### src/hdl/decode_defines.svh
`ifndef DECODE_DEFINES_SVH
`define DECODE_DEFINES_SVH

// register and operand width.
`define DATA_WIDTH 32

// architectural registers, r0 included.
`define REG_COUNT 32

// target of jal, bltzal and bgezal.
`define LINK_REG 31

`endif

### src/hdl/mipsDecodePkg.sv
`include "decode_defines.svh"

package mipsDecodePkg;

    typedef logic [31:0]                   instrT;
    typedef logic [$clog2(`REG_COUNT)-1:0] regIdT;
    typedef logic [`DATA_WIDTH-1:0]        dataT;
    typedef logic [15:0]                   imm16T;
    typedef logic [25:0]                   imm26T; // jump target, word index.
    typedef logic [4:0]                    shamtT;

    // coarse class of the decoded instruction.
    typedef enum logic [3:0] {
        OP_NOP     = 4'd0,
        OP_ALU     = 4'd1,
        OP_SHIFT   = 4'd2,
        OP_LOAD    = 4'd3,
        OP_STORE   = 4'd4,
        OP_BRANCH  = 4'd5,
        OP_JUMP    = 4'd6,
        OP_MULDIV  = 4'd7,
        OP_COP0    = 4'd8,
        OP_TRAP    = 4'd9,  // syscall and break.
        OP_TLB     = 4'd10,
        OP_CACHE   = 4'd11,
        OP_INVALID = 4'd15
    } opClassT;

endpackage

### src/hdl/decodeIf.sv
`timescale 1ns/1ps

interface decodeIf;

    logic                   valid;
    mipsDecodePkg::regIdT   rs;
    mipsDecodePkg::regIdT   rt;
    mipsDecodePkg::regIdT   rd;
    mipsDecodePkg::shamtT   shamt;
    mipsDecodePkg::imm16T   imm16;
    mipsDecodePkg::imm26T   imm26;
    logic                   regWriteEnable; // already qualified by valid.
    mipsDecodePkg::regIdT   writeRegId;
    mipsDecodePkg::opClassT opClass;

    modport src (
        output valid, rs, rt, rd, shamt, imm16, imm26,
        output regWriteEnable, writeRegId, opClass
    );

    modport dst (
        input valid, rs, rt, rd, shamt, imm16, imm26,
        input regWriteEnable, writeRegId, opClass
    );

endinterface

### src/hdl/decodeUnit.sv
`timescale 1ns/1ps
`include "decode_defines.svh"

module decodeUnit (
    input  logic                 clk,
    input  logic                 arstN,
    input  logic                 instrValid,
    input  mipsDecodePkg::instrT instr,
    decodeIf.src                 dec
);

    mipsDecodePkg::instrT   instrQ;
    logic                   validQ;
    logic [5:0]             opCode;
    logic [5:0]             funct;
    logic                   isNop;
    logic                   special;
    logic                   regImm;
    logic                   aluImm;
    logic                   aluReg;
    logic                   shiftOp;
    logic                   loadOp;
    logic                   storeOp;
    logic                   branchOp;
    logic                   jumpOp;
    logic                   mulDivOp;
    logic                   cop0Op;
    logic                   trapOp;
    logic                   tlbOp;
    logic                   cacheOp;
    logic                   isJal;
    logic                   isJalr;
    logic                   isMfhi;
    logic                   isMflo;
    logic                   isMul;
    logic                   isMfc0;
    logic                   isMtc0;
    logic                   isEret;
    logic                   isBltzal;
    logic                   isBgezal;
    logic                   writesRt;
    logic                   writesRd;
    logic                   writesLink;
    mipsDecodePkg::opClassT opClass;
    mipsDecodePkg::regIdT   writeRegId;

    always_ff @(posedge clk or negedge arstN) begin
        if (!arstN) begin
            validQ <= 1'b0;
            instrQ <= '0;
        end else begin
            validQ <= instrValid;
            if (instrValid) begin
                instrQ <= instr; // held across idle cycles.
            end
        end
    end

    assign opCode = instrQ[31:26];
    assign funct  = instrQ[5:0];

    assign dec.valid = validQ;
    assign dec.rs    = instrQ[25:21];
    assign dec.rt    = instrQ[20:16];
    assign dec.rd    = instrQ[15:11];
    assign dec.shamt = instrQ[10:6];
    assign dec.imm16 = instrQ[15:0];
    assign dec.imm26 = instrQ[25:0];

    assign isNop   = (instrQ == 32'h0);
    assign special = (opCode == 6'h00);
    assign regImm  = (opCode == 6'h01);

    // single instructions that steer the write target.
    assign isJal    = (opCode == 6'h03);
    assign isJalr   = special && (funct == 6'h09);
    assign isMfhi   = special && (funct == 6'h10);
    assign isMflo   = special && (funct == 6'h12);
    assign isMul    = (opCode == 6'h1c) && (instrQ[10:0] == 11'h002);
    assign isMfc0   = (opCode == 6'h10) && (instrQ[25:21] == 5'h00);
    assign isMtc0   = (opCode == 6'h10) && (instrQ[25:21] == 5'h04);
    assign isEret   = (instrQ == 32'h4200_0018);
    assign isBltzal = regImm && (instrQ[20:16] == 5'h10);
    assign isBgezal = regImm && (instrQ[20:16] == 5'h11);

    // addi addiu slti sltiu andi ori xori lui.
    assign aluImm   = (opCode inside {[6'h08:6'h0f]});
    assign aluReg   = special && (funct inside {[6'h20:6'h27], 6'h2a, 6'h2b});
    assign shiftOp  = special && (funct inside {6'h00, 6'h02, 6'h03, 6'h04, 6'h06, 6'h07});
    assign loadOp   = (opCode inside {6'h20, 6'h21, 6'h22, 6'h23, 6'h24, 6'h25, 6'h26});
    assign storeOp  = (opCode inside {6'h28, 6'h29, 6'h2a, 6'h2b, 6'h2e});
    assign branchOp = (opCode inside {[6'h04:6'h07]}) ||
                      (regImm && (instrQ[20:16] inside {5'h00, 5'h01, 5'h10, 5'h11}));
    assign jumpOp   = (opCode == 6'h02) || isJal || isJalr || (special && (funct == 6'h08));
    assign mulDivOp = (special && (funct inside {[6'h10:6'h13], [6'h18:6'h1b]})) || isMul;
    assign cop0Op   = isMfc0 || isMtc0 || isEret;
    assign trapOp   = special && (funct inside {6'h0c, 6'h0d});
    assign tlbOp    = (instrQ inside {32'h4200_0001, 32'h4200_0002,
                                      32'h4200_0006, 32'h4200_0008});
    assign cacheOp  = (opCode == 6'h2f);

    assign writesRt   = aluImm || loadOp || isMfc0; // lwl and lwr sit in loadOp.
    assign writesRd   = aluReg || shiftOp || isMfhi || isMflo || isMul || isJalr;
    assign writesLink = isJal || isBltzal || isBgezal;

    always_comb begin
        if (isNop) begin
            opClass = mipsDecodePkg::OP_NOP; // sll r0 wins over shift.
        end else if (aluImm || aluReg) begin
            opClass = mipsDecodePkg::OP_ALU;
        end else if (shiftOp) begin
            opClass = mipsDecodePkg::OP_SHIFT;
        end else if (loadOp) begin
            opClass = mipsDecodePkg::OP_LOAD;
        end else if (storeOp) begin
            opClass = mipsDecodePkg::OP_STORE;
        end else if (branchOp) begin
            opClass = mipsDecodePkg::OP_BRANCH;
        end else if (jumpOp) begin
            opClass = mipsDecodePkg::OP_JUMP;
        end else if (mulDivOp) begin
            opClass = mipsDecodePkg::OP_MULDIV;
        end else if (cop0Op) begin
            opClass = mipsDecodePkg::OP_COP0;
        end else if (trapOp) begin
            opClass = mipsDecodePkg::OP_TRAP;
        end else if (tlbOp) begin
            opClass = mipsDecodePkg::OP_TLB;
        end else if (cacheOp) begin
            opClass = mipsDecodePkg::OP_CACHE;
        end else begin
            opClass = mipsDecodePkg::OP_INVALID;
        end
    end

    always_comb begin
        if (writesRt) begin
            writeRegId = dec.rt;
        end else if (writesLink) begin
            writeRegId = mipsDecodePkg::regIdT'(`LINK_REG);
        end else begin
            writeRegId = dec.rd;
        end
    end

    assign dec.opClass        = opClass;
    assign dec.writeRegId     = writeRegId;
    assign dec.regWriteEnable = validQ && !isNop && (writesRt || writesRd || writesLink);

    // write decode and class decode are built separately, keep them consistent.
    wrEnHasClass: assert property (@(posedge clk) disable iff (!arstN)
        dec.regWriteEnable |->
            !(dec.opClass inside {mipsDecodePkg::OP_NOP, mipsDecodePkg::OP_INVALID}));

endmodule

### src/hdl/regFile.sv
`timescale 1ns/1ps
`include "decode_defines.svh"

module regFile (
    input  logic                 clk,
    input  logic                 arstN,
    input  mipsDecodePkg::regIdT raddrA,
    input  mipsDecodePkg::regIdT raddrB,
    output mipsDecodePkg::dataT  rdataA,
    output mipsDecodePkg::dataT  rdataB,
    input  logic                 wEnable,
    input  mipsDecodePkg::regIdT wAddr,
    input  mipsDecodePkg::dataT  wData
);

    mipsDecodePkg::dataT regs [`REG_COUNT];
    logic                wLive;

    assign wLive = wEnable && (wAddr != '0); // writes to r0 are dropped.

    always_ff @(posedge clk or negedge arstN) begin
        if (!arstN) begin
            for (int i = 0; i < `REG_COUNT; i++) begin
                regs[i] <= '0;
            end
        end else if (wLive) begin
            regs[wAddr] <= wData;
        end
    end

    // same-cycle write is bypassed to the read.
    always_comb begin
        if (wLive && (wAddr == raddrA)) begin
            rdataA = wData;
        end else begin
            rdataA = regs[raddrA];
        end
    end

    always_comb begin
        if (wLive && (wAddr == raddrB)) begin
            rdataB = wData;
        end else begin
            rdataB = regs[raddrB];
        end
    end

    // r0 reads back as zero on both ports.
    r0StaysZero: assert property (@(posedge clk) disable iff (!arstN)
        ((raddrA != '0) || (rdataA == '0)) && ((raddrB != '0) || (rdataB == '0)));

endmodule

### src/hdl/operandStage.sv
`timescale 1ns/1ps
`include "decode_defines.svh"

module operandStage (
    input  logic                   clk,
    input  logic                   arstN,
    decodeIf.dst                   dec,
    output mipsDecodePkg::regIdT   raddrA,
    output mipsDecodePkg::regIdT   raddrB,
    input  mipsDecodePkg::dataT    rdataA,
    input  mipsDecodePkg::dataT    rdataB,
    output logic                   outValid,
    output mipsDecodePkg::opClassT outOpClass,
    output mipsDecodePkg::regIdT   outRs,
    output mipsDecodePkg::regIdT   outRt,
    output mipsDecodePkg::shamtT   outShamt,
    output mipsDecodePkg::imm16T   outImm16,
    output mipsDecodePkg::imm26T   outImm26,
    output logic                   outRegWriteEnable,
    output mipsDecodePkg::regIdT   outWriteRegId,
    output mipsDecodePkg::dataT    outOperandA,
    output mipsDecodePkg::dataT    outOperandB
);

    assign raddrA = dec.rs;
    assign raddrB = dec.rt;

    always_ff @(posedge clk or negedge arstN) begin
        if (!arstN) begin
            outValid          <= 1'b0;
            outRegWriteEnable <= 1'b0;
            outOpClass        <= mipsDecodePkg::OP_NOP;
            outRs             <= '0;
            outRt             <= '0;
            outShamt          <= '0;
            outImm16          <= '0;
            outImm26          <= '0;
            outWriteRegId     <= '0;
            outOperandA       <= {`DATA_WIDTH{1'b0}};
            outOperandB       <= {`DATA_WIDTH{1'b0}};
        end else begin
            // no stall, every cycle overwrites.
            outValid          <= dec.valid;
            outRegWriteEnable <= dec.regWriteEnable;
            outOpClass        <= dec.opClass;
            outRs             <= dec.rs;
            outRt             <= dec.rt;
            outShamt          <= dec.shamt;
            outImm16          <= dec.imm16;
            outImm26          <= dec.imm26;
            outWriteRegId     <= dec.writeRegId;
            outOperandA       <= rdataA;
            outOperandB       <= rdataB;
        end
    end

    // decode qualifies the write with valid one stage earlier.
    wrEnNeedsValid: assert property (@(posedge clk) disable iff (!arstN)
        outRegWriteEnable |-> outValid);

endmodule

### src/hdl/decodeTop.sv
`timescale 1ns/1ps

module decodeTop (
    input  logic                   clk,
    input  logic                   arstN,
    input  logic                   instrValid,
    input  mipsDecodePkg::instrT   instr,
    input  logic                   wbEnable,
    input  mipsDecodePkg::regIdT   wbRegId,
    input  mipsDecodePkg::dataT    wbData,
    output logic                   outValid,
    output mipsDecodePkg::opClassT outOpClass,
    output mipsDecodePkg::regIdT   outRs,
    output mipsDecodePkg::regIdT   outRt,
    output mipsDecodePkg::shamtT   outShamt,
    output mipsDecodePkg::imm16T   outImm16,
    output mipsDecodePkg::imm26T   outImm26,
    output logic                   outRegWriteEnable,
    output mipsDecodePkg::regIdT   outWriteRegId,
    output mipsDecodePkg::dataT    outOperandA,
    output mipsDecodePkg::dataT    outOperandB
);

    mipsDecodePkg::regIdT raddrA;
    mipsDecodePkg::regIdT raddrB;
    mipsDecodePkg::dataT  rdataA;
    mipsDecodePkg::dataT  rdataB;

    decodeIf decBus ();

    decodeUnit uDecode (
        .clk        (clk),
        .arstN      (arstN),
        .instrValid (instrValid),
        .instr      (instr),
        .dec        (decBus.src)
    );

    regFile uRegs (
        .clk     (clk),
        .arstN   (arstN),
        .raddrA  (raddrA),
        .raddrB  (raddrB),
        .rdataA  (rdataA),
        .rdataB  (rdataB),
        .wEnable (wbEnable),
        .wAddr   (wbRegId),
        .wData   (wbData)
    );

    operandStage uOperands (
        .clk               (clk),
        .arstN             (arstN),
        .dec               (decBus.dst),
        .raddrA            (raddrA),
        .raddrB            (raddrB),
        .rdataA            (rdataA),
        .rdataB            (rdataB),
        .outValid          (outValid),
        .outOpClass        (outOpClass),
        .outRs             (outRs),
        .outRt             (outRt),
        .outShamt          (outShamt),
        .outImm16          (outImm16),
        .outImm26          (outImm26),
        .outRegWriteEnable (outRegWriteEnable),
        .outWriteRegId     (outWriteRegId),
        .outOperandA       (outOperandA),
        .outOperandB       (outOperandB)
    );

endmodule

### config.mk
export PLATFORM = sky130hd
export DESIGN_NAME = decodeTop
export DESIGN_NICKNAME = d
export VERILOG_FILES = /design/src/hdl/mipsDecodePkg.sv /design/src/hdl/decodeIf.sv /design/src/hdl/decodeUnit.sv /design/src/hdl/regFile.sv /design/src/hdl/operandStage.sv /design/src/hdl/decodeTop.sv
export VERILOG_INCLUDE_DIRS = /design/src /design/src/hdl
export SDC_FILE = /design/constraint.sdc
export NUM_CORES = 2
export LEC_CHECK = 0
export BUFFER_PORTS_ARGS = -buffer_cell sky130_fd_sc_hd__buf_2
export CAP_MARGIN = 20
export CORE_MARGIN = 1
export CORE_UTILIZATION = 60
export CTS_CLUSTER_DIAMETER = 60
export DETAILED_ROUTE_END_ITERATION = 16
export PLACE_DENSITY = 0.77
export SYNTH_ARGS = -nofsm -noshare
export SYNTH_HDL_FRONTEND = slang
export SYNTH_SLANG_ARGS = --single-unit
### constraint.sdc
create_clock -name clk -period 2.35 [get_ports clk]
set_input_delay 0.235 -clock clk [delete_from_list [all_inputs] [get_ports clk]]
set_output_delay 0.235 -clock clk [all_outputs]
set_load 0.02 [all_outputs]
==> impl_results.md <==
* Final Hold Fails at 0
* Bufs on Longest Clock Path at 3
* Vias in the first global route at ~41000
* Post-Synthesis Cells at roughly 4000
* Post-synth top flop: dfrtp_1
* Min-Delay Path Class: input port to flip-flop
* Post-synth EDFFs at 0
* Worst VDD drop at 687 uV
* Fmax at 424 MHz
* Worst-Skew Late Latency at ~0.72 ns
* Async S/R FF share, synth at 1.00
* Placeable core area at between 0.09 and 0.1 mm^2
* CTS tree: built
* Final-stage net count at approximately 4300
* Slack of the critical path at -0.00743 ns
* Worst-margin pin slew at 1.01 ns
* Worst Path Max Fanout at 19
* Post-route cell area at ~0.07 mm^2
* Distinct cells, synth at 55
* Die area at between 0.09 and 0.1 mm^2
* CTS buffer count at 120
* Port Buffers at roughly 200
* GP Congestion at between 0.8 and 0.9
* Via count at ~40000
* Post-DP HPWL at roughly 110 mm
* Post-synth net total at slightly above 4000
* RSZ-0062 raised after global routing: yes
* Leak at around 30 nW
* Slew Viols, Final at 0
* Max Clock Skew at 0.0242 ns
* Final setup vio count at 1
* CTS H-tree depth at 3
* Antenna-violating nets left at 0
* Critical Path AT at about 2.9 ns
* Area Growth Syn to Fin at 15.8%
* Drt total wl at about 180 mm
* Rows at about 110
* Slew HR at 0.328
* All-Layer GR Usage at 0.373
* CTS Root Cell: clkbuf_16
* Power per Cell Area at between 800 and 900 mW/mm^2
* DRT iter0 DRCs at around 4800
* Register area share after synthesis at 0.491
* CTS Sinks at around 1200
* Number of synthesized register bits at 1158
* End-of-flow core utilization at 0.704
* DR pass1 iterations at 6
* Average vias per placed instance at 7.14
* Tmin final at about 2.4 ns
* Initial antenna violation count at 18
* Yosys Warn Count at 0
* Mapped Area at 0.0591 mm^2
* Initial Utilization at 0.608
* Clock transition at path regs at approximately 0.060 ns
* Area after DPL at approximately 0.064 mm^2
* Worst Setup Start Kind: flip-flop
* Worst EP required at 2.88 ns
* Die width at around 320 um
* Mean Syn Cell Area at about 15 um^2
* Outcome: complete, but fails checks
* Die height at about 320 um
* Drc violations at 0
* First-pass GRT wire length at between 200 and 300 mm
* Share of layout cells above drive strength 1 at 0.538
* Worst hold margin at between 0.04 and 0.05 ns
* Failing checks: negative setup slack
* MaxCap Viol Count at 0
* Congestion Overflow GR at 0
* Tcrit/Tclk final at 1.00
* Crit path capture type: flip-flop
* Largest net degree at the start of global routing at 84
* CP Class: flip-flop to flip-flop
* Tot Pwr at 60.9 mW
* Setup TNS at -0.00743 ns
* Wire per inst at between 30 and 40 um
* I/O pin total at roughly 200
-- area by class of cell --
type / instances / area, um^2
Sequential cell: 1158 / 29000
Fill cell: 6161 / 28700
Multi-Input combinational cell: 2340 / 28200
Timing Repair Buffer: 564 / 5350
Clock buffer: 175 / 3550
Tap cell: 1276 / 1600
Clock inverter: 52 / 629
Inverter: 6 / 22.5
Antenna cell: 9 / 22.5
-- cell usage after synthesis, drive strengths merged (8+ instances only) --
library cell	number	area share
mux4	462	0.18
o221a	13	0.0025
clkbuf	230	0.015
nor3	36	0.0031
xor2	8	0.0012
nand3	8	0.00068
buf	236	0.021
o21a	13	0.0017
nor2	81	0.0051
nand2b	27	0.0029
nand2	82	0.0052
o21ai	43	0.0036
a31oi	46	0.0049
a22o	65	0.0096
nor2b	37	0.0039
a22oi	27	0.0034
mux2i	122	0.021
o22ai	39	0.0041
dfrtp	1158	0.49
mux2	1036	0.20
o221ai	32	0.0047
a211oi	34	0.0043
a221oi	51	0.0076
-- placed cells by master (no fill, tap or decap), types with 64 or more instances in the layout --
master,synthesis,routed
buf_4,55,198
clkbuf_16,0,123
mux4_2,462,462
dfrtp_1,1158,1150
mux2_2,1036,1036
buf_2,94,203
nor2_1,81,64
mux2i_1,122,118
a22o_1,65,65
buf_12,0,109
nand2_1,82,66
-- stage by stage --
step                      cells  worst slack [ns]
after CTS                  5563           0.00804
final                      5580          -0.00743
after global placement     5295           -0.0409
after global routing       5575           -0.0695
after detailed placement   5295           -0.0921
after floorplan            3970             0.269
-- registers in the layout (all words and copies together) (netlist names) --
register / cells
uOperands.outOpClass: 4
uOperands.outRegWriteEnable: 1
uOperands.outImm16: 7
uOperands.outOperandB: 32
uOperands.outRt: 2
uOperands.outShamt: 2
uOperands.outWriteRegId: 5
uDecode.instrQ: 32
uOperands.outOperandA: 32
uOperands.outRs: 3
uOperands.outValid: 1
uDecode.dec.valid: 1
uRegs.regs: 1024
uOperands.outImm26: 12
-- report_power, final --
group          switching [mW]  internal (mW)
clock network            8.31           11.7
registers                2.99           23.7
logic                    6.29           7.94
-- routing by layer --
layer	track usage	wire length, um
met3	0.0955	18700
met2	0.572	85600
met5	0	73
met1	0.498	68500
met4	0.189	10300
-- final timing paths --
| check | to | cells past startpoint | startpoint | slack, ns |
|---|---|---|---|---|
| worst max-delay path | uOperands.outOperandB[14] | 5 | uDecode.instrQ[18] | -0.007 |
| worst min register to register | uRegs.regs[1017] | 0 | uRegs.regs[1017] | 0.40 |
| worst min-delay path | uOperands.outOperandA[24] | 3 | wbData[24] | 0.04 |
| min in group asynchronous | uRegs.regs[968] | 2 | arstN | 0.10 |
| worst max register to register | uOperands.outOperandB[14] | 5 | uDecode.instrQ[18] | -0.007 |
| max in group asynchronous | uRegs.regs[68] | 4 | arstN | 1.25 |
-- critical path, cell delays in order, from the launching register on --
cell and delay [ns]:
dfrtp_4 0.59, nor2b_1 0.51, a22o_1 0.25, a211oi_1 0.05, buf_4 0.15, o41ai_1 0.63
-- logic make-up after synthesis --
family / synth area share
XOR/XNOR: 0.00178
flip-flops: 0.491
AO/OA/AOI/OAI: 0.0492
buffers and inverters: 0.0359
AND/OR/NAND/NOR: 0.0281
multiplexers: 0.394
-- timing repair --
item	CTS	global route
hold buffers	39	0
gates resized for setup	9	19
pin swaps	0	1
gates cloned	1	2
endpoints found under the hold margin	371	0
setup endpoints to repair	8	40
buffers inserted	1	6
(Power assumes the default switching activity.)
